File: src/source/soc_io_consts.svh
`ifndef SOC_IO_CONSTS_SVH
`define SOC_IO_CONSTS_SVH

// Bus and datapath widths
`define IO_WORD_W   16
`define IO_ADDR_W   16
`define TICK_W      48
`define TIMER_W     32
`define PIOS_W      5
`define RAM_ADDR_W  14

// Interrupt lines
`define IRQ_N       8
`define EXT_IRQ_N   4
`define TIMER_IRQ   7
`define SYNC_STAGES 3

// I/O register map
`define ADDR_PIOS        16'd8
`define ADDR_INT_FLAGS   16'd40
`define ADDR_INT_MASK    16'd50

// Sampled tick count, low word first
`define ADDR_TICKS_L     16'd105
`define ADDR_TICKS_H     16'd106
`define ADDR_TICKS_HH    16'd107
`define ADDR_TICK_SAMPLE 16'd109
`define ADDR_TIMER1_L    16'd110
`define ADDR_TIMER1_H    16'd111

`define ADDR_PORTA_IN    16'd310
`define ADDR_PORTA_OUT   16'd311
`define ADDR_PORTA_DIR   16'd312
`define ADDR_SRAM_DATA   16'd600
`define ADDR_SRAM_ADDR   16'd601

`endif

File: src/source/soc_io_pkg.sv
`default_nettype none

`include "soc_io_consts.svh"

package soc_io_pkg;

  // Bus word and address
  typedef logic [`IO_WORD_W-1:0]  word_t;
  typedef logic [`IO_ADDR_W-1:0]  io_addr_t;

  // Counters
  typedef logic [`TICK_W-1:0]     tick_t;
  typedef logic [`TIMER_W-1:0]    timer_t;

  // One bit per interrupt line
  typedef logic [`IRQ_N-1:0]      irq_vec_t;
  typedef logic [`EXT_IRQ_N-1:0]  ext_irq_t;

  typedef logic [`PIOS_W-1:0]     pios_t;
  typedef logic [`RAM_ADDR_W-1:0] ram_addr_t;

endpackage

`default_nettype wire

File: src/source/io_bus_if.sv
`default_nettype none

// One slave's view of the CPU I/O bus
interface io_bus_if
  import soc_io_pkg::*;
();

  logic     wr;
  io_addr_t addr;
  word_t    wdata;
  word_t    rdata;

  modport master (
    output wr, addr, wdata,
    input  rdata
  );

  modport slave (
    input  wr, addr, wdata,
    output rdata
  );

endinterface

`default_nettype wire

File: src/source/sys_timers.sv
`default_nettype none

`include "soc_io_consts.svh"

module sys_timers
  import soc_io_pkg::*;
(
  input  logic    clk,
  input  logic    resetq,
  input  logic    timer_pending,
  io_bus_if.slave bus,
  output logic    timer_hit
);

  tick_t  ticks_q;
  tick_t  sample_q;
  timer_t reload_q;
  timer_t timer_q;
  logic   load_wr;

  // Writing the high half starts the timer
  assign load_wr = bus.wr && (bus.addr == `ADDR_TIMER1_H);

  always_ff @(posedge clk)
  begin
    if (!resetq)
      ticks_q <= '0;
    else
      ticks_q <= ticks_q + 1'b1;
  end

  // Snapshot of the free-running count
  always_ff @(posedge clk)
  begin
    if (bus.wr && (bus.addr == `ADDR_TICK_SAMPLE))
      sample_q <= ticks_q;
  end

  always_ff @(posedge clk)
  begin
    if (!resetq)
    begin
      reload_q <= '0;
      timer_q  <= '0;
    end
    else
    begin
      if (bus.wr && (bus.addr == `ADDR_TIMER1_L))
        reload_q[`IO_WORD_W-1:0] <= bus.wdata;
      if (load_wr)
        reload_q[`TIMER_W-1:`IO_WORD_W] <= bus.wdata;

      // Load uses the half on the bus, not the stored one
      if (load_wr)
        timer_q <= {bus.wdata, reload_q[`IO_WORD_W-1:0]};
      else if (timer_pending)
        timer_q <= reload_q;
      else
        timer_q <= timer_q - 1'b1;
    end
  end

  assign timer_hit = (timer_q == timer_t'(1)) && !timer_pending;

  always_comb
  begin
    case (bus.addr)
      `ADDR_TICKS_L:  bus.rdata = sample_q[`IO_WORD_W-1:0];
      `ADDR_TICKS_H:  bus.rdata = sample_q[2*`IO_WORD_W-1:`IO_WORD_W];
      `ADDR_TICKS_HH: bus.rdata = sample_q[3*`IO_WORD_W-1:2*`IO_WORD_W];
      default:        bus.rdata = '0;
    endcase
  end

  // Pending bit 7 in irq_ctrl must set right after a hit
  a_hit_single: assert property (@(posedge clk) disable iff (!resetq)
    timer_hit |=> !timer_hit)
    else $error("sys_timers: timer_hit held for two cycles");

endmodule

`default_nettype wire

File: src/flat_wrapper.sv
// flat-port wrapper written by rule: the top's interface ports become plain ports
module sys_timers_flat import soc_io_pkg::*;
  (clk, resetq, timer_pending, timer_hit, bus_wr, bus_addr, bus_wdata, bus_rdata);
  io_bus_if bus_i ();
  input  logic clk;
  input  logic resetq;
  input  logic timer_pending;
  output logic timer_hit;
  input wire logic [$bits(bus_i.wr)-1:0] bus_wr;
  input wire logic [$bits(bus_i.addr)-1:0] bus_addr;
  input wire logic [$bits(bus_i.wdata)-1:0] bus_wdata;
  output wire logic [$bits(bus_i.rdata)-1:0] bus_rdata;
  assign bus_i.wr = bus_wr;
  assign bus_i.addr = bus_addr;
  assign bus_i.wdata = bus_wdata;
  assign bus_rdata = bus_i.rdata;
  sys_timers u_core (.clk(clk), .resetq(resetq), .timer_pending(timer_pending), .bus(bus_i), .timer_hit(timer_hit));
endmodule
File: config.mk
export PLATFORM = sky130hd
export DESIGN_NAME = sys_timers_flat
export DESIGN_NICKNAME = d
export VERILOG_FILES = /design/src/source/soc_io_pkg.sv /design/src/source/io_bus_if.sv /design/src/source/sys_timers.sv /design/src/flat_wrapper.sv
export VERILOG_INCLUDE_DIRS = /design/src /design/src/source
export SDC_FILE = /design/constraint.sdc
export NUM_CORES = 1
export LEC_CHECK = 0
export ABC_AREA = 1
export BUFFER_PORTS_ARGS = -buffer_cell sky130_fd_sc_hd__buf_2
export CORE_MARGIN = 5
export CORE_UTILIZATION = 30
export DETAILED_ROUTE_END_ITERATION = 10
export PLACE_DENSITY_LB_ADDON = 0.25
export SLEW_MARGIN = 25
export SYNTH_ARGS = -nofsm -noshare
export SYNTH_HDL_FRONTEND = slang
export SYNTH_SLANG_ARGS = --single-unit
File: constraint.sdc
create_clock -name clk -period 7.5 [get_ports clk]
set_clock_uncertainty 0.1 [all_clocks]
set_input_delay 1.5 -clock clk [delete_from_list [all_inputs] [get_ports clk]]
set_output_delay 1.5 -clock clk [all_outputs]
set_load 0.02 [all_outputs]
==> run metrics <==
Slew Limit Fails 0; post-synthesis mux area share 0%; worst path cell trace buf_2 > inv_1 > nor4_1 > and3_1 > nand2_1 > nand3_1 > buf_2; fillcell total around 2700; Clock transition at path regs 0.06 ns; ant diodes 0; drt first pass iters 5; initial core utilization ~30%; final wirelength roughly 22000 um; FP Rows 58; initial antenna violation count 0; actual slew at the worst max-slew pin between 0.8 and 0.9 ns; Die Area roughly 0.028 sq mm; worst-path fanout max 16; DR WL/cell ~15 um; Setup Buffers After CTS 0; Port-buffer cells between 50 and 60; WP buf/inv 3; final net count ~1100; ys async rst share 0%; Post-Synth XOR/XNOR Area under 10%; total CTS buffers 17; Area growth, synth to finish 15.6%; Worst path max stage delay 0.79 ns; worst slack, placed approximately 2.5 ns; DP HPWL approximately 16000 um; CP Data Arrival Time 3.37 ns; Adder-Cell Fraction of Synth Area less than 1%; Clock Tree Buf Depth 2; Mapped Cells 1023; vias per inst 4.70; sequential area share after synthesis between 40% and 50%; number of synthesized register bits 160; # clock sinks 160; Die X 169 um; Post-CTS Hold Buffers 0; Cell Area, Synth 0.00756 sq mm; Setup WS post-layout between 2 and 3 ns; RSZ-0062 raised after global routing no; fraction of layout cells with a size suffix above 1 10.4%; Die Span Y roughly 170 um; Slew Limit Headroom a little over two fifths; routability cong. around 0.92; simple-gate share of the synthesized area 32.5%; critical path type input pin to output port; cells resized by post-CTS repair 0; all-layer global routing usage roughly 15%; ANT nets after route 0; Synth Area in Compound Gates roughly a tenth; # setup viols final 0; pin count of the biggest net entering global routing 60; I/O pins 53; CP required between 5 and 6 ns; crit share post-route 66.2%; initial DRC count between 400 and 500; first-pass GRT wire length ~35000 um; run status finished, final reports clean; Remaining DRCs 0; H-tree depth 4; FMAX 201 MHz; Core ar. between 0.02 and 0.03 sq mm; max-cap viol count 0; Mean Syn Cell Area between 7 and 8 sq um; Peak VDD IR between 0.15 and 0.2 mV; top cell family by delay on the critical path simple AND/OR/NAND/NOR gates; crit start category input pin; Final Hold Viols 0; CTS root buffer clkbuf_16; via count about 6600; Post-synth EDFFs 48; most used cell, CP buf_2; final setup TNS 0 ns; largest family of logic cells by synthesized area simple AND/OR/NAND/NOR gates; GR Overflow Total 0; Ys Warns 0; number of global-route vias before repair 6412; Static Leakage 3.14 nW; Syn Nets between 1000 and 1500; CTS tree done; prevailing post-synth register cell dfxtp_1; final hold slack around 0.35 ns; cell with the largest stage delay on the worst path and3_1; CP endpoint kind output port; pwr/cell area ~220 mW/mm^2; Worst Hold Class register to register; unique cell type count in the Yosys netlist 34; Worst-Skew Late Latency 0.44 ns; fin crit period about 5.0 ns
-- metrics by stage --
stage / power [W] / cells / utilization (%) / instance area, sq um
detailed placement: 0.00106 / 1379 / 32.5 / 8130
global route: 0.00202 / 1411 / 34.9 / 8740
CTS: 0.00196 / 1411 / 34.9 / 8740
finish: 0.00194 / 1411 / 34.9 / 8740
global placement: 0.00106 / 1379 / 32.5 / 8130
floorplan: 0.00102 / 1023 / - / 7560
-- per-layer routing --
metal | up-vias | routed length (um) | global-route usage [%]
met3 | 31 | 694 | 2.52
met5 | - | 0 | 0
met1 | 3046 | 9510 | 18.5
met4 | 0 | 431 | 4.73
met2 | 127 | 11000 | 28.1
li1 | 3425 | - | -
-- cells in the final DEF (no fill, tap or decap), types with 2 or more instances in the layout --
cell type,count
nand4_1,19
clkinv_4,2
inv_1,80
a21oi_1,97
or2_0,7
nor2_4,4
o21a_1,4
clkbuf_16,17
nand3_4,2
or2_2,4
buf_4,2
and3_1,3
xor2_1,12
dfxtp_1,112
nor2_2,4
nand2_1,284
inv_6,2
nor3_1,22
nand3_1,64
bufinv_16,2
o21ai_1,2
edfxtp_1,48
o21ai_0,46
nand2_2,3
buf_2,52
ha_1,3
xnor2_1,9
inv_8,6
nor2_1,153
nor3_2,2
clkbuf_1,2
nand3_2,2
inv_2,5
-- flip-flops by register name, summed over array words and instances (netlist names) --
signal,flops
u_core.sample_q,48
u_core.reload_q,32
u_core.ticks_q,48
u_core.timer_q,32
-- power breakdown --
part           total (W)  internal (W)  switching (W)
sequential      0.000910      0.000897      0.0000132
combinational   0.000130     0.0000429      0.0000868
clock           0.000903      0.000507       0.000396
-- logic make-up (layout without fill, tap and decap cells) --
family,Yosys count,in the layout
fa+ha+maj,3,3
xor+xnor,21,21
compound gates,149,149
simple gates,576,576
buf+inv,114,172
flops,160,160
-- path summary, 6_finish.rpt --
kind / to / slack [ns] / start / cells past startpoint
worst max register to register: u_core.ticks_q[44] / 5.27 / u_core.ticks_q[0] / 8
worst min-delay path: u_core.reload_q[15] / 0.35 / u_core.reload_q[15] / 2
worst max-delay path: bus_rdata[6] / 2.53 / bus_addr[3] / 7
worst min register to register: u_core.reload_q[15] / 0.35 / u_core.reload_q[15] / 2
-- cell type report --
type	count	area, sq um	share of cell area [%]
Clock inverter	13	170	1.95
Sequential cell	160	3680	42.1
Multi-Input combinational cell	749	3440	39.4
Timing Repair Buffer	54	275	3.15
Inverter	86	324	3.71
Clock buffer	19	433	4.95
Tap cell	330	413	4.72
-- Yosys cell counts, drive strengths merged, types with 3 or more instances --
master    n  area, sq um
a21oi    97          485
and3      3         18.8
buf      12         58.8
clkbuf   16         63.8
dfxtp   112         2240
edfxtp   48         1440
ha        3         37.5
inv      85          319
nand2   288         1100
nand3    68          370
nand4    19          119
nor2    161          644
nor3     24          125
o21a      4         30.0
o21ai    48          240
or2      11         68.8
xnor2     9         78.8
xor2     12          105
-- worst reg2reg max path: cells and delay by family (launching register included) --
kind / cells / cell delay [ns]
AO/OA/AOI/OAI: 1 / 0.05
AND/OR/NAND/NOR: 5 / 0.94
buffers and inverters: 1 / 0.08
adder cells (fa/ha/maj): 1 / 0.37
flip-flops: 1 / 0.55
Power figures use the tool's default switching activity.
