[config.mk]
export PLATFORM = sky130hd
export DESIGN_NAME = irq_ctrl_flat
export DESIGN_NICKNAME = d
export VERILOG_FILES = /design/src/source/soc_io_pkg.sv /design/src/source/io_bus_if.sv /design/src/source/irq_ctrl.sv /design/src/flat_wrapper.sv
export VERILOG_INCLUDE_DIRS = /design/src /design/src/source
export SDC_FILE = /design/constraint.sdc
export NUM_CORES = 1
export LEC_CHECK = 0
export BUFFER_PORTS_ARGS = -buffer_cell sky130_fd_sc_hd__buf_4
export CAP_MARGIN = 40
export CORE_ASPECT_RATIO = 0.75
export CORE_MARGIN = 2
export CORE_UTILIZATION = 42
export CTS_BUF_LIST = sky130_fd_sc_hd__clkbuf_16
export DETAILED_ROUTE_END_ITERATION = 7
export PLACE_DENSITY = 0.79
export SYNTH_ARGS = -nofsm -noshare
export SYNTH_HDL_FRONTEND = slang
export SYNTH_SLANG_ARGS = --single-unit
[constraint.sdc]
create_clock -name clk -period 1 [get_ports clk]
set_input_delay 0.05 -clock clk [delete_from_list [all_inputs] [get_ports clk]]
set_output_delay 0.05 -clock clk [all_outputs]
set_load 0.02 [all_outputs]
[src/source/soc_io_consts.svh]
`ifndef SOC_IO_CONSTS_SVH
`define SOC_IO_CONSTS_SVH

// Bus and datapath widths
`define IO_WORD_W   16
`define IO_ADDR_W   16
`define TICK_W      48
`define TIMER_W     32
`define PIOS_W      5
`define RAM_ADDR_W  14

// Interrupt lines
`define IRQ_N       8
`define EXT_IRQ_N   4
`define TIMER_IRQ   7
`define SYNC_STAGES 3

// I/O register map
`define ADDR_PIOS        16'd8
`define ADDR_INT_FLAGS   16'd40
`define ADDR_INT_MASK    16'd50

// Sampled tick count, low word first
`define ADDR_TICKS_L     16'd105
`define ADDR_TICKS_H     16'd106
`define ADDR_TICKS_HH    16'd107
`define ADDR_TICK_SAMPLE 16'd109
`define ADDR_TIMER1_L    16'd110
`define ADDR_TIMER1_H    16'd111

`define ADDR_PORTA_IN    16'd310
`define ADDR_PORTA_OUT   16'd311
`define ADDR_PORTA_DIR   16'd312
`define ADDR_SRAM_DATA   16'd600
`define ADDR_SRAM_ADDR   16'd601

`endif

[src/source/soc_io_pkg.sv]
`default_nettype none

`include "soc_io_consts.svh"

package soc_io_pkg;

  // Bus word and address
  typedef logic [`IO_WORD_W-1:0]  word_t;
  typedef logic [`IO_ADDR_W-1:0]  io_addr_t;

  // Counters
  typedef logic [`TICK_W-1:0]     tick_t;
  typedef logic [`TIMER_W-1:0]    timer_t;

  // One bit per interrupt line
  typedef logic [`IRQ_N-1:0]      irq_vec_t;
  typedef logic [`EXT_IRQ_N-1:0]  ext_irq_t;

  typedef logic [`PIOS_W-1:0]     pios_t;
  typedef logic [`RAM_ADDR_W-1:0] ram_addr_t;

endpackage

`default_nettype wire

[src/source/io_bus_if.sv]
`default_nettype none

// One slave's view of the CPU I/O bus
interface io_bus_if
  import soc_io_pkg::*;
();

  logic     wr;
  io_addr_t addr;
  word_t    wdata;
  word_t    rdata;

  modport master (
    output wr, addr, wdata,
    input  rdata
  );

  modport slave (
    input  wr, addr, wdata,
    output rdata
  );

endinterface

`default_nettype wire

[src/source/irq_ctrl.sv]
`default_nettype none

`include "soc_io_consts.svh"

module irq_ctrl
  import soc_io_pkg::*;
(
  input  logic     clk,
  input  logic     resetq,
  input  ext_irq_t ext_irq,
  input  logic     timer_hit,
  io_bus_if.slave  bus,
  output logic     timer_pending,
  output irq_vec_t irq_rqst
);

  ext_irq_t sync_q [`SYNC_STAGES];
  ext_irq_t ext_rise;
  irq_vec_t set_vec;
  irq_vec_t pending_q;
  irq_vec_t mask_q;
  irq_vec_t flags_q;

  // Shift register synchronizer with one column per external line
  always_ff @(posedge clk)
  begin
    if (!resetq)
    begin
      for (int i = 0; i < `SYNC_STAGES; i++)
      begin
        sync_q[i] <= '0;
      end
    end
    else
    begin
      sync_q[0] <= ext_irq;
      for (int i = 1; i < `SYNC_STAGES; i++)
      begin
        sync_q[i] <= sync_q[i-1];
      end
    end
  end

  // Rising edge seen between the last two stages
  assign ext_rise = sync_q[`SYNC_STAGES-2] & ~sync_q[`SYNC_STAGES-1];

  always_comb
  begin
    set_vec = '0;
    set_vec[`EXT_IRQ_N-1:0] = ext_rise;
    set_vec[`TIMER_IRQ] = timer_hit;
  end

  // A set wins over a cleared flag in the same cycle
  always_ff @(posedge clk)
  begin
    if (!resetq)
    begin
      pending_q <= '0;
      mask_q    <= '0;
      flags_q   <= '1;
    end
    else
    begin
      pending_q <= set_vec | (pending_q & flags_q);
      if (bus.wr && (bus.addr == `ADDR_INT_MASK))
        mask_q <= bus.wdata[`IRQ_N-1:0];
      if (bus.wr && (bus.addr == `ADDR_INT_FLAGS))
        flags_q <= bus.wdata[`IRQ_N-1:0];
    end
  end

  always_comb
  begin
    case (bus.addr)
      `ADDR_INT_FLAGS: bus.rdata = word_t'(flags_q);
      `ADDR_INT_MASK:  bus.rdata = word_t'(mask_q);
      default:         bus.rdata = '0;
    endcase
  end

  assign irq_rqst      = pending_q & mask_q;
  assign timer_pending = pending_q[`TIMER_IRQ];

  // Timer hits arrive only while the timer line is idle
  a_hit_when_idle: assert property (@(posedge clk) disable iff (!resetq)
    timer_hit |-> !timer_pending)
    else $error("irq_ctrl: timer_hit while the timer line is pending");

endmodule

`default_nettype wire

[src/flat_wrapper.sv]
// flat-port wrapper written by rule: the top's interface ports become plain ports
module irq_ctrl_flat import soc_io_pkg::*;
  (clk, resetq, ext_irq, timer_hit, timer_pending, irq_rqst, bus_wr, bus_addr, bus_wdata, bus_rdata);
  io_bus_if bus_i ();
  input  logic clk;
  input  logic resetq;
  input  ext_irq_t ext_irq;
  input  logic timer_hit;
  output logic timer_pending;
  output irq_vec_t irq_rqst;
  input wire logic [$bits(bus_i.wr)-1:0] bus_wr;
  input wire logic [$bits(bus_i.addr)-1:0] bus_addr;
  input wire logic [$bits(bus_i.wdata)-1:0] bus_wdata;
  output wire logic [$bits(bus_i.rdata)-1:0] bus_rdata;
  assign bus_i.wr = bus_wr;
  assign bus_i.addr = bus_addr;
  assign bus_i.wdata = bus_wdata;
  assign bus_rdata = bus_i.rdata;
  irq_ctrl u_core (.clk(clk), .resetq(resetq), .ext_irq(ext_irq), .timer_hit(timer_hit), .bus(bus_i), .timer_pending(timer_pending), .irq_rqst(irq_rqst));
endmodule
==> results.md, run 1 <==
* I/O pin count at 65
* Final instance area at 0.00236 sq mm
* Critical R2R Launch: u_core.flags_q[6]
* Routed vias at 1388
* Vias in the first global route at 1256
* Unique cell type count in the Yosys netlist at 26
* Most common cell in the synthesized netlist: dfxtp_1
* Syn Inst Count at 162
* Layout cells sized above 1 at 0.450
* Dpl hpwl at 2380 microns
* Buffers on Ports at 48
* Die Ht at 56.1 microns
* Vias/cell at 5.16
* Final Hold Fails at 0
* Fillcell total at 246
* Critical R2R Capture: u_core.flags_q[6]
* WP data required at 950 ps
* Area of the multi-input gates at 851 sq um
* Final setup fails at 12
* Final cycle utilization of the critical path at 1.31
* Ant diodes at 0
* Crit path launch type: primary input
* Routability congestion estimate at 0.775
* R2r worst-path depth at 2
* Final nets at 268
* CTS Buffer Depth at 2
* Hold Path End: u_core.flags_q[2]
* RSZ-0062 raised after global routing: true
* Drt pass-1 iters at 4
* FMAX at 0.764 GHz
* GR Overflow Total at 0
* Max-cap viol count at 0
* Setup CP Type: primary input to primary output
* Number of antenna violations at the first check in global routing at 0
* Mean post-synth cell area at 9.38 sq um
* Latest clock arrival within the worst-skew pair at 280 ps
* Max IR drop VDD at 1.03 mV
* Register area at 727 sq um
* Area contributors post-synth: dfxtp_1, and2_1, o21ai_0, a22o_1, a21boi_1
* Fin crit period at 1310 ps
* Average wire per standard cell at 14.1 microns
* Total of warnings raised by yosys at 0
* Root Driver: clkbuf_16
* Synth top area share at 0.474
* Core ar. at 0.00338 sq mm
* CTS H-Tree Depth at 2
* Top FF cell, synth: dfxtp_1
* Pwr dens at 1350 mW/mm^2
* CP arrival at 1260 ps
* Place WS at -341 ps
* Cell Area, Placed at 0.00198 sq mm
* Clock buffer count from CTS at 5
* HP Class: primary input to register
* Worst Setup End Kind: primary output
* WHS at 39.8 ps
* Final worst slack at -309 ps
* CTS tree: yes
* Number of synthesized flops with an enable pin at 0
* Failing checks: negative setup slack
* Status: finished, violations left
* Clk pin slew, worst setup/hold paths at 50 ps
* Leak pwr at 0.992 nW
* Cell row count at 18
* FFs w/ async S/R, synth at 0
* First-pass GRT wire length at 5620 microns
* CP max FO at 4
* Worst reg-to-reg setup slack at 320 ps
* Most frequent cells after synthesis: dfxtp_1, and2_1, o21ai_0, a21oi_1
* Routed wire length at 3780 microns
* Initial cell density of the core at 0.450
* Die area at 0.00412 sq mm
* GRT Overall Usage at 0.183
* Syn-to-layout area delta at 55.3%
* Initial DRC Count at 85
* Dominant cell type by area after synthesis: dfxtp_1
* Clk_skew at 3.71 ps
* Register area share after synthesis at 0.474
* Mapped Area at 0.00152 sq mm
* Pins Over Slew Limit at 0
* Post-route ant nets at 0
* Residual DRC at 0
* Placed insts at 254
* Util after Layout at 0.698
* Finished Layout Cells at 269
* FF+latch count, synth at 36
* CTS sink cnt at 36
* Die X at 73.4 microns
* Largest net degree at the start of global routing at 37
* Min-delay src: bus_wdata[2]
* WHS Path Cells at 3
==> power breakdown <==
part           switching, mW  total [mW]  internal, mW
sequential            0.0104        1.48          1.47
clock                  0.531        1.42         0.894
combinational          0.143       0.291         0.148
==> cell usage in the layout (no fill, tap or decap), types with 6 or more instances in the layout <==
master	Yosys	routed
buf_4	8	44
dfxtp_1	36	31
and2_1	21	21
buf_6	1	19
a21oi_1	9	9
a22o_1	8	8
o21ai_1	0	8
o21ai_2	0	8
nand3_2	0	8
a21boi_1	8	8
conb_1	1	8
nand2_1	6	6
==> worst max-delay path by stage <==
stage	from	end	slack [ps]	cells past startpoint
final	bus_addr[9]	bus_rdata[5]	-310	7
after global routing	bus_addr[9]	bus_rdata[5]	-370	7
after CTS	bus_addr[10]	bus_rdata[5]	-290	7
after detailed placement	bus_addr[7]	u_core.flags_q[6]	-340	7
after global placement	bus_addr[7]	bus_rdata[5]	-300	7
after floorplan	bus_addr[9]	bus_rdata[0]	-100	4
==> flip-flops by register name, indices dropped and copies added, names as in the netlist <==
register / flops
u_core.pending_q: 8
u_core.flags_q: 8
u_core.sync_q: 12
u_core.mask_q: 8
==> what timing repair did <==
item / CTS / global route
gates resized for setup: 16 / 38
endpoints found under the setup margin: 14 / 24
buffers inserted: 0 / 1
endpoints found under the hold margin: 5 / 0
hold buffers: 5 / 0
cloned: 0 / 1
pin swaps: 12 / 15
==> area by class of cell <==
| type | count | area share |
|---|---|---|
| multi-input cells | 117 | 0.361 |
| flip-flops and latches | 36 | 0.308 |
| repair buffers | 68 | 0.252 |
| clock buffers | 5 | 0.0531 |
| well taps | 40 | 0.0212 |
| clock inverters | 3 | 0.00477 |
==> cells by family after synthesis <==
family	share of synthesized area
flops	0.474
compound gates	0.188
simple gates	0.259
other cells	0.00247
buf+inv	0.0766
==> critical path: stages <==
cell and delay (ps):
buf_6 90, nor4_4 290, nand4_1 190, nor2_2 210
buf_6 130, a22o_1 160, buf_6 120
==> per-layer routing <==
metal,share of wire,vias up,track usage
li1,-,682,-
met5,0,-,0
met1,0.46,652,0.238
met3,0.056,8,0.0761
met4,0.020,0,0.0961
met2,0.46,46,0.255
==> through the flow <==
step | power [mW] | TNS (ps)
2_1_floorplan | 1.63 | -1570
4_1_cts | 3.20 | -2200
3_3_place_gp | 1.75 | -6550
6_report | 3.19 | -2360
5_1_grt | 3.32 | -3820
3_5_place_dp | 1.75 | -6930
No activity file was read; power rests on OpenSTA's default activity.
==> run 2: changes to the inputs <==
ABC_AREA = 1   (was default)
CORE_UTILIZATION = 43   (was 42)
==> run 2 against run 1 <==
- the run still ends with negative setup slack left
- critical endpoint unchanged
- first-iteration DRC count down 15%
- utilization increased by 1.8 points
- clock skew is 2.5 ps lower
- via count rose by 19%
- critical path depth decreased by 4
==> results.md, run 2 <==
* Residual DRC at 0 (unchanged)
* Largest net degree at the start of global routing at 34 (-8.1%)
* Max-cap viol count at 0 (unchanged)
* GRT Overall Usage at 0.197 (+0.0139)
* Final nets at 338 (+26%)
* Place WS at -131 ps (+210 ps)
* Setup CP Type: register to primary output
* Final setup fails at 10 (-2)
* Clk_skew at 1.22 ps (-2.49 ps)
* Mapped Area at 0.00162 sq mm (+6.6%)
* Critical R2R Capture: u_core.mask_q[5]
* Mean post-synth cell area at 7.13 sq um (-24%)
* First-pass GRT wire length at 6310 microns (+12%)
* Cell row count at 19 (+1)
* Syn-to-layout area delta at 60.8%
* Worst reg-to-reg setup slack at 310 ps (about the same)
* Buffers on Ports at 48 (unchanged)
* Final Hold Fails at 0 (unchanged)
* WHS Path Cells at 3 (unchanged)
* CTS Buffer Depth at 2 (unchanged)
* Die Ht at 57.1 microns (+1.9%)
* Max reg flops at 12 (unchanged)
* Average wire per standard cell at 12.0 microns (-15%)
* Ant diodes at 0 (unchanged)
* Layout cells sized above 1 at 0.381 (-0.0685)
* Die area at 0.00428 sq mm (+3.9%)
* Pins Over Slew Limit at 0 (unchanged)
* Leak pwr at 1.33 nW (+34%)
* Finished Layout Cells at 351 (+30%)
* Most common cell in the synthesized netlist: nand2_1
* Most common cell after layout, fill and taps aside: nand2_1
* WHS at 48.0 ps (+8.25 ps)
* Slowest-stage cell, CP: dfxtp_1
* CTS sink cnt at 36 (unchanged)
* Number of synthesized flops with an enable pin at 0 (unchanged)
* Clk pin slew, worst setup/hold paths at 50 ps (about the same)
* Initial cell density of the core at 0.445 (-0.00450)
* Status: finished, violations left
* Most frequent cells after synthesis: nand2_1, inv_1, dfxtp_1, nand3_1, nor2_1
* Syn Inst Count at 227 (+40%)
* FMAX at 0.935 GHz (+22%)
* Worst Path Buf+Inv at 1 (-2)
* RSZ-0062 raised after global routing: true
* Number of antenna violations at the first check in global routing at 0 (unchanged)
* Synth top area share at 0.445 (-0.0293)
* Crit path launch type: register
* Area contributors post-synth: dfxtp_1, nand2_1, inv_1, nand4_1, nand3_1
* WP data required at 950 ps (about the same)
* Family with the most delay on the worst path: flip-flops
* Fillcell total at 287 (+17%)
* Hold Path End: u_core.flags_q[7]
* GR Overflow Total at 0 (unchanged)
* Total of warnings raised by yosys at 0 (unchanged)
* Failing checks: negative setup slack
* Placed insts at 323 (+27%)
* Routability congestion estimate at 0.785 (+1.4%)
* HP Class: primary input to register
* Vias/cell at 4.70 (-9.0%)
* Final worst slack at -69.2 ps (+239 ps)
* Dpl hpwl at 2320 microns (-2.2%)
* Biggest register: u_core.sync_q
* Worst Setup End Kind: primary output
* Root Driver: clkbuf_16
* Max IR drop VDD at 1.12 mV (+8.0%)
* CTS H-Tree Depth at 2 (unchanged)
* Min-delay src: bus_wdata[7]
* CP peak stage delay at 390 ps (+100 ps)
* FF+latch count, synth at 36 (unchanged)
* Post-route ant nets at 0 (unchanged)
* Dominant cell type by area after synthesis: dfxtp_1
* Die X at 74.9 microns (+1.9%)
* Pwr dens at 1220 mW/mm^2 (-9.8%)
* Routed wire length at 4210 microns (+11%)
* FFs w/ async S/R, synth at 0 (unchanged)
* Initial DRC Count at 72 (-15%)
* Fin crit period at 1070 ps (-239 ps)
* I/O pin count at 65 (unchanged)
* Top FF cell, synth: dfxtp_1
* Critical R2R Launch: u_core.mask_q[5]
* Clock buffer count from CTS at 5 (unchanged)
* R2r worst-path depth at 4 (+2)
* Register area share after synthesis at 0.445 (-0.0293)
* Drt pass-1 iters at 4 (unchanged)
* Worst path cell trace: nand3_2 -> o21ai_4 -> buf_6
* CP arrival at 1020 ps (-240 ps)
* Routed vias at 1649 (+19%)
* Core ar. at 0.00364 sq mm (+7.7%)
* CP max FO at 3 (-1)
* Final cycle utilization of the critical path at 1.07 (-0.239)
* CTS tree: yes
* Unique cell type count in the Yosys netlist at 19 (-27%)
* Vias in the first global route at 1467 (+17%)
* Latest clock arrival within the worst-skew pair at 270 ps (about the same)
* Most frequent cells in the layout: nand2_1, inv_1, buf_4
## run 2: cell types whose count changed after synthesis, sizes merged, moves of 3 or more
cell / change
nor3: -8
nor2: +17
and3: -3
nand3: +15
inv: +47
nand2: +45
nand4: +15
nand2b: -4
a21boi: -12
o21ai: -4
and2: -21
a21oi: -8
a22o: -8
## run 2: cells by family after synthesis
logic type / after synthesis / share of synthesized area
AOI/OAI and AO/OA: 13 / 0.0402
buffers and inverters: 64 / 0.179
DFF: 36 / 0.445
other: 1 / 0.00232
and+or+nand+nor: 113 / 0.334
## run 2: how the worst max path moves through the flow
| stage | startpoint | to | slack [ps] | cells after the start |
|---|---|---|---|---|
| after detailed placement | bus_addr[0] | u_core.mask_q[1] | -130 | 9 |
| after CTS | bus_addr[8] | bus_rdata[2] | -50 | 8 |
| after floorplan | bus_addr[0] | bus_rdata[0] | -20 | 5 |
| after global routing | bus_addr[14] | u_core.mask_q[1] | -130 | 11 |
| final | u_core.flags_q[5] | bus_rdata[5] | -70 | 3 |
| after global placement | bus_addr[0] | u_core.mask_q[6] | -100 | 9 |
## run 2: layout make-up
cell class | count | area [sq um] | area share
multi-input cells | 134 | 820 | 0.315
flip-flops and latches | 36 | 722 | 0.277
repair buffers | 74 | 684 | 0.263
inverters | 47 | 176 | 0.0678
clock buffers | 5 | 125 | 0.0481
well taps | 52 | 65.1 | 0.0250
clock inverters | 3 | 11.3 | 0.00432
## run 2: worst register-to-register path: cells and delay by family, from the launching register on
kind                   cells  cell delay (ps)
buffers and inverters      2              170
AND/OR/NAND/NOR            2              100
flip-flops                 1              320
## run 2: per-layer routing
metal | GRT usage | share of wire | wire (microns)
met1 | 0.252 | 0.42 | 1760
met2 | 0.318 | 0.51 | 2140
met3 | 0.0583 | 0.064 | 269
met4 | 0.0663 | 0.012 | 52
met5 | 0 | 0 | 0
## run 2: per-stage QoR
stage                     power (mW)  setup TNS (ps)  instance area (sq um)   util
final                           3.18            -498                   2600  0.716
after global routing            3.31           -1530                   2600  0.716
after CTS                       3.17            -267                   2450  0.673
after detailed placement        1.73           -2050                   2020  0.554
after global placement          1.73           -1610                   2020  0.554
after floorplan                 1.64            -156                   1650      -
## run 2: timing repair
action | in CTS | in global routing
hold buffers | 5 | 0
setup endpoints to repair | 8 | 24
endpoints found under the hold margin | 5 | 0
gates resized for setup | 40 | 35
gates cloned | 1 | 0
setup buffers | 11 | 4
pin swaps | 12 | 21
## run 2: where the power goes
group	switching [mW]	total (mW)	leakage (nW)	internal, mW
clock	0.523	1.42	0.0738	0.894
combinational	0.144	0.282	0.960	0.138
sequential	0.0112	1.48	0.294	1.47
total	0.678	3.18	1.33	2.50
