### src/source/soc_io_consts.svh
`ifndef SOC_IO_CONSTS_SVH
`define SOC_IO_CONSTS_SVH

// Bus and datapath widths
`define IO_WORD_W   16
`define IO_ADDR_W   16
`define TICK_W      48
`define TIMER_W     32
`define PIOS_W      5
`define RAM_ADDR_W  14

// Interrupt lines
`define IRQ_N       8
`define EXT_IRQ_N   4
`define TIMER_IRQ   7
`define SYNC_STAGES 3

// I/O register map
`define ADDR_PIOS        16'd8
`define ADDR_INT_FLAGS   16'd40
`define ADDR_INT_MASK    16'd50

// Sampled tick count, low word first
`define ADDR_TICKS_L     16'd105
`define ADDR_TICKS_H     16'd106
`define ADDR_TICKS_HH    16'd107
`define ADDR_TICK_SAMPLE 16'd109
`define ADDR_TIMER1_L    16'd110
`define ADDR_TIMER1_H    16'd111

`define ADDR_PORTA_IN    16'd310
`define ADDR_PORTA_OUT   16'd311
`define ADDR_PORTA_DIR   16'd312
`define ADDR_SRAM_DATA   16'd600
`define ADDR_SRAM_ADDR   16'd601

`endif

### src/source/soc_io_pkg.sv
`default_nettype none

`include "soc_io_consts.svh"

package soc_io_pkg;

  // Bus word and address
  typedef logic [`IO_WORD_W-1:0]  word_t;
  typedef logic [`IO_ADDR_W-1:0]  io_addr_t;

  // Counters
  typedef logic [`TICK_W-1:0]     tick_t;
  typedef logic [`TIMER_W-1:0]    timer_t;

  // One bit per interrupt line
  typedef logic [`IRQ_N-1:0]      irq_vec_t;
  typedef logic [`EXT_IRQ_N-1:0]  ext_irq_t;

  typedef logic [`PIOS_W-1:0]     pios_t;
  typedef logic [`RAM_ADDR_W-1:0] ram_addr_t;

endpackage

`default_nettype wire

### src/source/io_bus_if.sv
`default_nettype none

// One slave's view of the CPU I/O bus
interface io_bus_if
  import soc_io_pkg::*;
();

  logic     wr;
  io_addr_t addr;
  word_t    wdata;
  word_t    rdata;

  modport master (
    output wr, addr, wdata,
    input  rdata
  );

  modport slave (
    input  wr, addr, wdata,
    output rdata
  );

endinterface

`default_nettype wire

### src/source/port_regs.sv
`default_nettype none

`include "soc_io_consts.svh"

module port_regs
  import soc_io_pkg::*;
(
  input  logic    clk,
  input  logic    resetq,
  input  word_t   porta_in,
  io_bus_if.slave bus,
  output word_t   porta_out,
  output word_t   porta_dir,
  output pios_t   pios
);

  // Direction bit 1 drives the pin
  always_ff @(posedge clk)
  begin
    if (!resetq)
    begin
      porta_out <= '0;
      porta_dir <= '0;
      pios      <= '0;
    end
    else if (bus.wr)
    begin
      case (bus.addr)
        `ADDR_PORTA_OUT: porta_out <= bus.wdata;
        `ADDR_PORTA_DIR: porta_dir <= bus.wdata;
        `ADDR_PIOS:      pios      <= bus.wdata[`PIOS_W-1:0];
        default:
        begin
        end
      endcase
    end
  end

  // Raw pin state, no synchronizer
  always_comb
  begin
    case (bus.addr)
      `ADDR_PORTA_IN:  bus.rdata = porta_in;
      `ADDR_PORTA_OUT: bus.rdata = porta_out;
      `ADDR_PORTA_DIR: bus.rdata = porta_dir;
      `ADDR_PIOS:      bus.rdata = word_t'(pios);
      default:         bus.rdata = '0;
    endcase
  end

endmodule

`default_nettype wire

### src/flat_wrapper.sv
// flat-port wrapper written by rule: the top's interface ports become plain ports
module port_regs_flat import soc_io_pkg::*;
  (clk, resetq, porta_in, porta_out, porta_dir, pios, bus_wr, bus_addr, bus_wdata, bus_rdata);
  io_bus_if bus_i ();
  input  logic clk;
  input  logic resetq;
  input  word_t porta_in;
  output word_t porta_out;
  output word_t porta_dir;
  output pios_t pios;
  input wire logic [$bits(bus_i.wr)-1:0] bus_wr;
  input wire logic [$bits(bus_i.addr)-1:0] bus_addr;
  input wire logic [$bits(bus_i.wdata)-1:0] bus_wdata;
  output wire logic [$bits(bus_i.rdata)-1:0] bus_rdata;
  assign bus_i.wr = bus_wr;
  assign bus_i.addr = bus_addr;
  assign bus_i.wdata = bus_wdata;
  assign bus_rdata = bus_i.rdata;
  port_regs u_core (.clk(clk), .resetq(resetq), .porta_in(porta_in), .bus(bus_i), .porta_out(porta_out), .porta_dir(porta_dir), .pios(pios));
endmodule
### config.mk
export PLATFORM = sky130hd
export DESIGN_NAME = port_regs_flat
export DESIGN_NICKNAME = d
export VERILOG_FILES = /design/src/source/soc_io_pkg.sv /design/src/source/io_bus_if.sv /design/src/source/port_regs.sv /design/src/flat_wrapper.sv
export VERILOG_INCLUDE_DIRS = /design/src /design/src/source
export SDC_FILE = /design/constraint.sdc
export NUM_CORES = 1
export LEC_CHECK = 0
export BUFFER_PORTS_ARGS = -buffer_cell sky130_fd_sc_hd__buf_2
export CAP_MARGIN = 20
export CORE_MARGIN = 4
export CORE_UTILIZATION = 44
export DETAILED_ROUTE_END_ITERATION = 8
export PLACE_DENSITY_LB_ADDON = 0.08
export SYNTH_ARGS = -nofsm -noshare
export SYNTH_HDL_FRONTEND = slang
export SYNTH_SLANG_ARGS = --single-unit
### constraint.sdc
create_clock -name clk -period 3.3 [get_ports clk]
set_clock_uncertainty 0.15 [all_clocks]
set_input_delay 0.495 -clock clk [delete_from_list [all_inputs] [get_ports clk]]
set_output_delay 0.495 -clock clk [all_outputs]
set_load 0.05 [all_outputs]
==> results of run 1 <==
Yosys cell counts:
cell / number
nor4_1: 1
nand4_2: 1
nand3_1: 6
or2_2: 1
or3_1: 1
nor2b_1: 1
nand2_1: 56
nand2b_1: 1
nor3b_2: 1
clkbuf_1: 8
o221ai_1: 5
nor4_4: 1
mux2i_1: 53
buf_4: 1
buf_6: 1
buf_2: 2
dfxtp_1: 37
o2bb2ai_1: 11
buf_12: 1
or4_1: 1
inv_1: 6
nor3_1: 3
or4b_4: 1
how the worst max path moves through the flow:
stage                 from       endpoint  slack (ps)  cells past startpoint
6_report       bus_addr[7]   bus_rdata[7]         270                      7
5_1_grt        bus_addr[7]   bus_rdata[7]         150                      7
4_1_cts        bus_addr[7]   bus_rdata[7]         260                      7
3_5_place_dp   bus_addr[7]   bus_rdata[7]         270                      7
3_3_place_gp   bus_addr[7]  bus_rdata[13]         300                      7
2_1_floorplan  bus_addr[7]  bus_rdata[10]         100                      5
per-stage QoR:
stage	hold slack [ps]	worst slack (ps)	util	cells	area, um2
6_report	321	274	0.618	354	2510
5_1_grt	328	154	0.618	354	2510
4_1_cts	318	265	0.618	354	2510
3_5_place_dp	314	265	0.599	348	2430
3_3_place_gp	303	297	0.599	348	2430
2_1_floorplan	507	104	-	200	1870
kinds of logic (layout without fill, tap and decap cells):
logic type      after synthesis  count (layout)  share of synthesized area
buf+inv                      19             123                     0.0543
mux                          53              53                      0.284
compound gates               16              16                     0.0751
flops                        37              37                      0.397
simple gates                 75              75                      0.190
power by group through the flow:
stage	sequential (mW)	clock [mW]	combinational (mW)
2_1_floorplan	0.457	0	0.0363
3_3_place_gp	0.457	0	0.0704
3_5_place_dp	0.457	0	0.0718
4_1_cts	0.446	0.295	0.0721
5_1_grt	0.446	0.312	0.0801
6_report	0.446	0.282	0.0714
metal layers:
layer	vias up	routed length, um
met5	-	0
met1	819	2230
met4	0	40
li1	904	-
met2	64	2380
met3	6	353
registers in the layout, summed over array words and instances, names as in the netlist:
name and count:
u_core.porta_dir 16, u_core.porta_out 16, u_core.pios 5
worst max-delay path: cells and delay by family:
kind	cells	cell delay, ps
AND/OR/NAND/NOR	3	1140
buffers and inverters	3	580
AO/OA/AOI/OAI	1	140
cell type report:
cell class              instances  area [um2]
multi-input cells             144        1030
inverters                       6        22.5
clock inverters                 1        5.00
repair buffers                111         576
well taps                      50        62.6
flip-flops and latches         37         741
fillers                       367        1550
clock buffers                   5        68.8
==> results.yml, run 1 <==
run_status:
  status: "finished clean"
detailed_routing:
  wl_um: 5000
  vias: 1793
  via_per_inst: 5.06
  dr.pass1.iters: 4
  post_drt_wl_per_cell_um: 14.1
  drc: 0
  drt.antenna.violating_nets: 0
  drt-initial-drc-count: 78
grt:
  grt.met1_usage: 0.257
  grt_pass1_wl_um: 8170
  busiest_layer: "met2"
  met3_usage: 0.0468
  grtUsageTotal: 0.195
  grt_overflow_total: 0
  grt_max_degree: 54
  met2_usage: 0.317
  antenna_found_initial: 0
  first_global_vias: 1719
synthesis:
  ys_top_cells_by_area: "dfxtp_1 (40%), mux2i_1 (28%), nand2_1 (11%), o2bb2ai_1 (5.2%), o221ai_1 (2.3%)"
  ys_ff_latch: 37
  postSynthCellCount: 200
  synth_top_area_share: 0.397
  ys_seq_area_frac: 0.397
  avgSynthCellArea_um2: 9.33
  synth_nets: 251
  ys_warn_count: 0
  synth_top_area_cell: "dfxtp_1"
  yosysUniqueCellTypes: 23
  syn-cell-area_um2: 1870
cells_and_area:
  final_nets: 356
  final_common_cell: "buf_2"
  layout-area-overhead-vs-synth_pct: 34.2
  layout_common_cells: "buf_2 (103), nand2_1 (56), mux2i_1 (53)"
  antennaDiodeCount: 0
  drive_gt1_frac: 0.401
timing:
  drv_slew: 0
  setup_viol: 0
  finalHoldViolCount: 0
  fin_setup_tns_ps: 0
  timing.final.crit_period_ps: 3030
  rsz0062_at_grt: "false"
  worst_slew_pin_slew_ps: 877
  max_freq_ghz: 0.330
  maxSlewHeadroom: 0.415
  fin_crit_sh: 0.917
place:
  dp_hpwl_um: 3730
  place.gp.congestion: 0.792
  port_buffers: 103
power_and_ir_drop:
  p_leak_nw: 1.34
  ir_worst_vdd_v: 0.000228
  p_seq_frac: 0.558
  p_sw_mw: 0.181
  intPower_mw: 0.619
  p_per_area_nw_per_um2: 319
  p_sw_frac: 0.226
  power_mw: 0.800
  combinationalPowerShare: 0.089
  clkPwrFrac: 0.353
worst_setup_path:
  crit_fanout: 11
  crit_arrival_ps: 2380
  path_class: "input pin to output pin"
  cp-end-kind: "output pin"
  slowest_stage: "or4_1"
  slowest_delay_ps: 580
  crit_required_ps: 2650
  worstPathCellList: "buf_2, or4_1, nor4_4, nor2b_1, buf_4, o2bb2ai_1, buf_2"
  r2r_slack_ps: 2510
  reg2reg_from: "u_core.pios[4]$_SDFFE_PN0P_"
  rr_endpoint: "u_core.pios[4]$_SDFFE_PN0P_"
  reg2reg_depth: 2
  critPathLaunchType: "input pin"
  cpMostUsedCell: "buf_2"
die:
  dieArea_um2: 5350
  die_height_um: 73.1
  core-area_um2: 4060
  start_util: 0.460
  ios: 104
  die_x_um: 73.1
  rows: 23
worst_hold_path:
  min-delay-start: "u_core.porta_out[3]$_SDFFE_PN0P_"
  whs_endpoint: "u_core.porta_out[3]$_SDFFE_PN0P_"
  hold-path-cell-count: 2
  hold_path_class: "register to register"
cts:
  insertion_delay_ps: 280
  cts_root_buffer: "clkbuf_8"
  post_cts.repair.setup_buffers: 0
  cts_made_buffers: 5
  clock-sinks: 37
  postCtsResizedCells: 0
  clk_path_buf_depth: 2
  cts_hold_buf: 0
  cts_max_level: 2
  cts_tree: "yes"
  clk_pin_slew_ps: 60
flow_run:
  cap_violations: 0
No activity file was read; power rests on OpenSTA's default activity.
==> run 2: changes to the inputs <==
--- a/config.mk
+++ b/config.mk
@@ -10,8 +10,10 @@
 export CAP_MARGIN = 20
 export CORE_MARGIN = 4
 export CORE_UTILIZATION = 44
+export CTS_CLUSTER_SIZE = 25
 export DETAILED_ROUTE_END_ITERATION = 8
-export PLACE_DENSITY_LB_ADDON = 0.08
+export MAX_ROUTING_LAYER = met4
+export PLACE_DENSITY = 0.8
 export SYNTH_ARGS = -nofsm -noshare
 export SYNTH_HDL_FRONTEND = slang
 export SYNTH_SLANG_ARGS = --single-unit
==> run 2 against run 1 <==
  * Sequential power about the same
  * Power increased by 0.70%
  * Clock-buffer cell count grew 3
  * Sequential share of layout area down 0.074 points
  * Non-clock buffer count unchanged
  * Die area did not move
  * Largest cell class unchanged
  * First-iteration DRC count is 15% higher
  * Worst hold slack improved by 0.61 ps
  * Setup slack got worse by 37 ps
  * Largest power group unchanged
==> results.yml, run 2 (synthesis results as in run 1) <==
run_status:
  status: "finished clean"
timing:
  rsz0062_at_grt: "false"
  finalHoldViolCount: 0
  fin_setup_tns_ps: 0
  timing.final.crit_period_ps: 3060
  drv_slew: 0
  worst_slew_pin_slew_ps: 885
  max_freq_ghz: 0.326
  maxSlewHeadroom: 0.410
  setup_viol: 0
  fin_crit_sh: 0.928
worst_setup_path:
  reg2reg_depth: 2
  crit_arrival_ps: 2420
  crit_required_ps: 2650
  crit_fanout: 11
  reg2reg_from: "u_core.pios[4]$_SDFFE_PN0P_"
  critPathLaunchType: "input pin"
  worstPathCellList: "buf_2, or4_1, nor4_4, nor2b_1, buf_4, o2bb2ai_1, buf_2"
  cp-end-kind: "output pin"
  r2r_slack_ps: 2480
  cp_top_family: "simple AND/OR/NAND/NOR gates"
  slowest_stage: "or4_1"
  path_buf_inv: 3
  cpMostUsedCell: "buf_2"
  rr_endpoint: "u_core.pios[4]$_SDFFE_PN0P_"
  slowest_delay_ps: 580
  path_class: "input pin to output pin"
  cp_num_cells: 7
cells_and_area:
  layout-area-overhead-vs-synth_pct: 34.6
  layout_common_cells: "buf_2 (103), nand2_1 (56), mux2i_1 (53)"
  antennaDiodeCount: 0
  multi_input_area_um2: 1030
  final_core_util: 0.619
  final_common_cell: "buf_2"
  final_nets: 356
  drive_gt1_frac: 0.395
  fillers: 379
  top_regs: "u_core.porta_dir x16, u_core.porta_out x16, u_core.pios x5"
  regArea_um2: 741
power_and_ir_drop:
  p_seq_frac: 0.554
  p_per_area_nw_per_um2: 321
  combinationalPowerShare: 0.089
  ir_worst_vdd_v: 0.000235
  p_sw_mw: 0.175
  p_sw_frac: 0.217
  p_leak_nw: 1.34
  intPower_mw: 0.630
  clkPwrFrac: 0.357
detailed_routing:
  vias: 1812
  drc: 0
  post_drt_wl_per_cell_um: 14.2
  drt-initial-drc-count: 90
  dr.pass1.iters: 4
  via_per_inst: 5.09
  wl_um: 5050
  drt.antenna.violating_nets: 0
cts:
  insertion_delay_ps: 270
  clk_pin_slew_ps: 70
  post_cts.repair.setup_buffers: 0
  cts_tree: "yes"
  clock-sinks: 37
  clk_path_buf_depth: 2
  cts_hold_buf: 0
  cts_root_buffer: "clkbuf_8"
  cts_made_buffers: 5
  postCtsResizedCells: 0
  cts_max_level: 2
grt:
  first_global_vias: 1736
  antenna_found_initial: 0
  grt_overflow_total: 0
  grt_pass1_wl_um: 8100
  grt_max_degree: 54
  grtUsageTotal: 0.197
worst_hold_path:
  whs_endpoint: "u_core.porta_out[13]$_SDFFE_PN0P_"
  min-delay-start: "u_core.porta_out[13]$_SDFFE_PN0P_"
  hold-path-cell-count: 2
  hold_path_class: "register to register"
die:
  die_x_um: 73.1
  start_util: 0.460
  rows: 23
  ios: 104
  die_height_um: 73.1
  core-area_um2: 4060
  dieArea_um2: 5350
place:
  port_buffers: 103
  dp_hpwl_um: 3830
  place.gp.congestion: 0.867
flow_run:
  cap_violations: 0
## run 2: cell count changes in the layout (fill, tap and decap cells not counted), sizes merged
cell,delta
clkbuf,+3
clkinv,-1
## run 2: per-layer routing
| layer | GRT usage | vias to the layer above | share of wire |
|---|---|---|---|
| met2 | 0.337 | 55 | 0.50 |
| met1 | 0.241 | 845 | 0.43 |
| met5 | - | - | 0 |
| met3 | 0.0468 | 2 | 0.061 |
| met4 | 0.0246 | 0 | 0.0038 |
| li1 | - | 910 | - |
## run 2: through the flow
step / cell area, um2 / cells / setup slack [ps] / power [mW] / hold slack [ps]
after CTS: 2510 / 356 / 221 / 0.815 / 326
after global placement: 2430 / 348 / 296 / 0.526 / 308
after detailed placement: 2430 / 348 / 228 / 0.528 / 317
after global routing: 2510 / 356 / 118 / 0.846 / 344
final: 2510 / 356 / 236 / 0.805 / 321
after floorplan: 1870 / 200 / 104 / 0.493 / 507
## run 2: worst max path at each step
stage | startpoint | end | slack (ps)
floorplan | bus_addr[7] | bus_rdata[10] | 100
global placement | bus_addr[7] | bus_rdata[13] | 300
detailed placement | bus_addr[7] | bus_rdata[11] | 230
CTS | bus_addr[7] | bus_rdata[11] | 220
global route | bus_addr[7] | bus_rdata[14] | 120
finish | bus_addr[7] | bus_rdata[11] | 240
## run 2: area by class of cell
class | count | share of cell area
clock buffers | 8 | 0.0319
multi-input cells | 144 | 0.410
well taps | 50 | 0.0249
flip-flops and latches | 37 | 0.295
inverters | 6 | 0.00896
repair buffers | 111 | 0.229
## run 2: power by group through the flow
stage               Sequential [mW]  Combinational, mW  Clock [mW]
detailed placement            0.457             0.0717           0
global placement              0.457             0.0698           0
finish                        0.446             0.0714       0.288
floorplan                     0.457             0.0363           0
global route                  0.446             0.0800       0.320
CTS                           0.446             0.0719       0.297
## run 2: worst min-delay path: stages, from the launching register on
cell and delay (ps):
dfxtp_1 320, nand2_1 50, mux2i_1 50
==> run 3: changes to the inputs <==
--- a/config.mk
+++ b/config.mk
@@ -10,6 +10,7 @@
 export CAP_MARGIN = 20
 export CORE_MARGIN = 4
 export CORE_UTILIZATION = 44
+export CTS_BUF_LIST = sky130_fd_sc_hd__clkbuf_16
 export CTS_CLUSTER_SIZE = 25
 export DETAILED_ROUTE_END_ITERATION = 8
 export MAX_ROUTING_LAYER = met4
==> run 3 against run 2 <==
  * Power up 17%
  * Setup slack worse by 7.1 ps
  * Fmax down 0.23%
  * Global-route usage up 0.31 points
  * Critical path depth unchanged
  * Routed wire length up 0.36%
==> results.yml, run 3 (synthesis results as in run 1) <==
power_and_ir_drop:
  p_sw_frac: 0.202
  p_per_area_nw_per_um2: 367
  power_mw: 0.943
  ir_worst_vdd_v: 0.000295
  clkPwrFrac: 0.450
  p_seq_frac: 0.474
  intPower_mw: 0.752
  p_leak_nw: 1.38
  combinationalPowerShare: 0.076
  p_sw_mw: 0.191
die:
  die_height_um: 73.1
  die_x_um: 73.1
  ios: 104
  start_util: 0.460
  rows: 23
  core-area_um2: 4060
  dieArea_um2: 5350
cts:
  clk_path_buf_depth: 2
  cts_hold_buf: 0
  cts_made_buffers: 5
  postCtsResizedCells: 0
  clk_pin_slew_ps: 50
  insertion_delay_ps: 270
  cts_tree: "yes"
  cts_max_level: 2
  post_cts.repair.setup_buffers: 0
  clock-sinks: 37
  cts_root_buffer: "clkbuf_16"
cells_and_area:
  final_common_cell: "buf_2"
  antennaDiodeCount: 0
  layout-area-overhead-vs-synth_pct: 37.6
  drive_gt1_frac: 0.395
  top_regs: "u_core.porta_dir x16, u_core.porta_out x16, u_core.pios x5"
  fillers: 373
  layout_common_cells: "buf_2 (103), nand2_1 (56), mux2i_1 (53)"
  final_nets: 356
  final_core_util: 0.633
detailed_routing:
  drt-initial-drc-count: 99
  met2_length_um: 2560
  met3_length_um: 354
  drc: 0
  drt-met1-wl_um: 2140
  vias: 1811
  dr.pass1.iters: 4
  drt.antenna.violating_nets: 0
  wl_um: 5070
  via_per_inst: 5.09
  top_layer_used: "met4"
  post_drt_wl_per_cell_um: 14.2
worst_setup_path:
  critPathLaunchType: "input pin"
  crit_required_ps: 2650
  cp-end-kind: "output pin"
  cp_top_family: "simple AND/OR/NAND/NOR gates"
  reg2reg_from: "u_core.pios[4]$_SDFFE_PN0P_"
  slowest_delay_ps: 580
  cpMostUsedCell: "buf_2"
  path_class: "input pin to output pin"
  worstPathCellList: "buf_2, or4_1, nor4_4, nor2b_1, buf_4, o2bb2ai_1, buf_2"
  crit_fanout: 11
  slowest_stage: "or4_1"
  startpoint: "bus_addr[7]"
  path_buf_inv: 3
  crit_arrival_ps: 2430
grt:
  grt_max_degree: 54
  antenna_found_initial: 0
  first_global_vias: 1724
  grtUsageTotal: 0.200
  grt_pass1_wl_um: 8180
  grt_overflow_total: 0
timing:
  drv_slew: 0
  rsz0062_at_grt: "false"
  fin_ws_ps: 229
  setup_viol: 0
  worst_slew_pin_slew_ps: 896
  fin_crit_sh: 0.931
  finalHoldViolCount: 0
  maxSlewHeadroom: 0.403
  max_freq_ghz: 0.326
  fin_setup_tns_ps: 0
  timing.final.crit_period_ps: 3070
run_status:
  status: "finished clean"
place:
  dp_hpwl_um: 3830
  preCtsSetupSlack_ps: 228
  place.gp.congestion: 0.867
  port_buffers: 103
flow_run:
  cap_violations: 0
worst_hold_path:
  hold_path_class: "register to register"
  min-delay-start: "u_core.porta_out[13]$_SDFFE_PN0P_"
## run 3: path summary, 6_finish.rpt
path	end	slack (ps)	cells past startpoint
max reg2reg	u_core.pios[4]$_SDFFE_PN0P_	2470	2
min reg2reg	u_core.porta_out[13]$_SDFFE_PN0P_	320	2
max	bus_rdata[11]	230	7
min	u_core.porta_out[13]$_SDFFE_PN0P_	320	2
## run 3: layer usage
metal,up-vias,global-route usage
met2,64,0.336
met4,0,0.0307
met1,835,0.246
li1,910,-
met3,2,0.0510
met5,-,-
## run 3: worst reg2reg max path, cell delays in order, from the launching register on
cell and delay (ps):
dfxtp_1 360, nand2_1 60, mux2i_1 180
## run 3: power groups by stage
stage          sequential (mW)  clock [mW]  combinational [mW]
2_1_floorplan            0.457           0              0.0363
3_3_place_gp             0.457           0              0.0698
3_5_place_dp             0.457           0              0.0717
4_1_cts                  0.447       0.431              0.0719
5_1_grt                  0.447       0.458              0.0801
6_report                 0.447       0.424              0.0716
## run 3: final cells by class
type / instances / area (um2) / area share
Multi-Input combinational cell: 144 / 1030 / 0.401
Timing Repair Buffer: 111 / 576 / 0.224
Inverter: 6 / 22.5 / 0.00877
Tap cell: 50 / 62.6 / 0.0244
Clock buffer: 5 / 125 / 0.0487
Sequential cell: 37 / 741 / 0.288
Clock inverter: 3 / 11.3 / 0.00438
## run 3: through the flow
step / instance area [um2] / hold slack (ps) / std cells
after floorplan: 1870 / 507 / 200
after global placement: 2430 / 308 / 348
after detailed placement: 2430 / 317 / 348
after CTS: 2570 / 323 / 356
after global routing: 2570 / 343 / 356
final: 2570 / 318 / 356
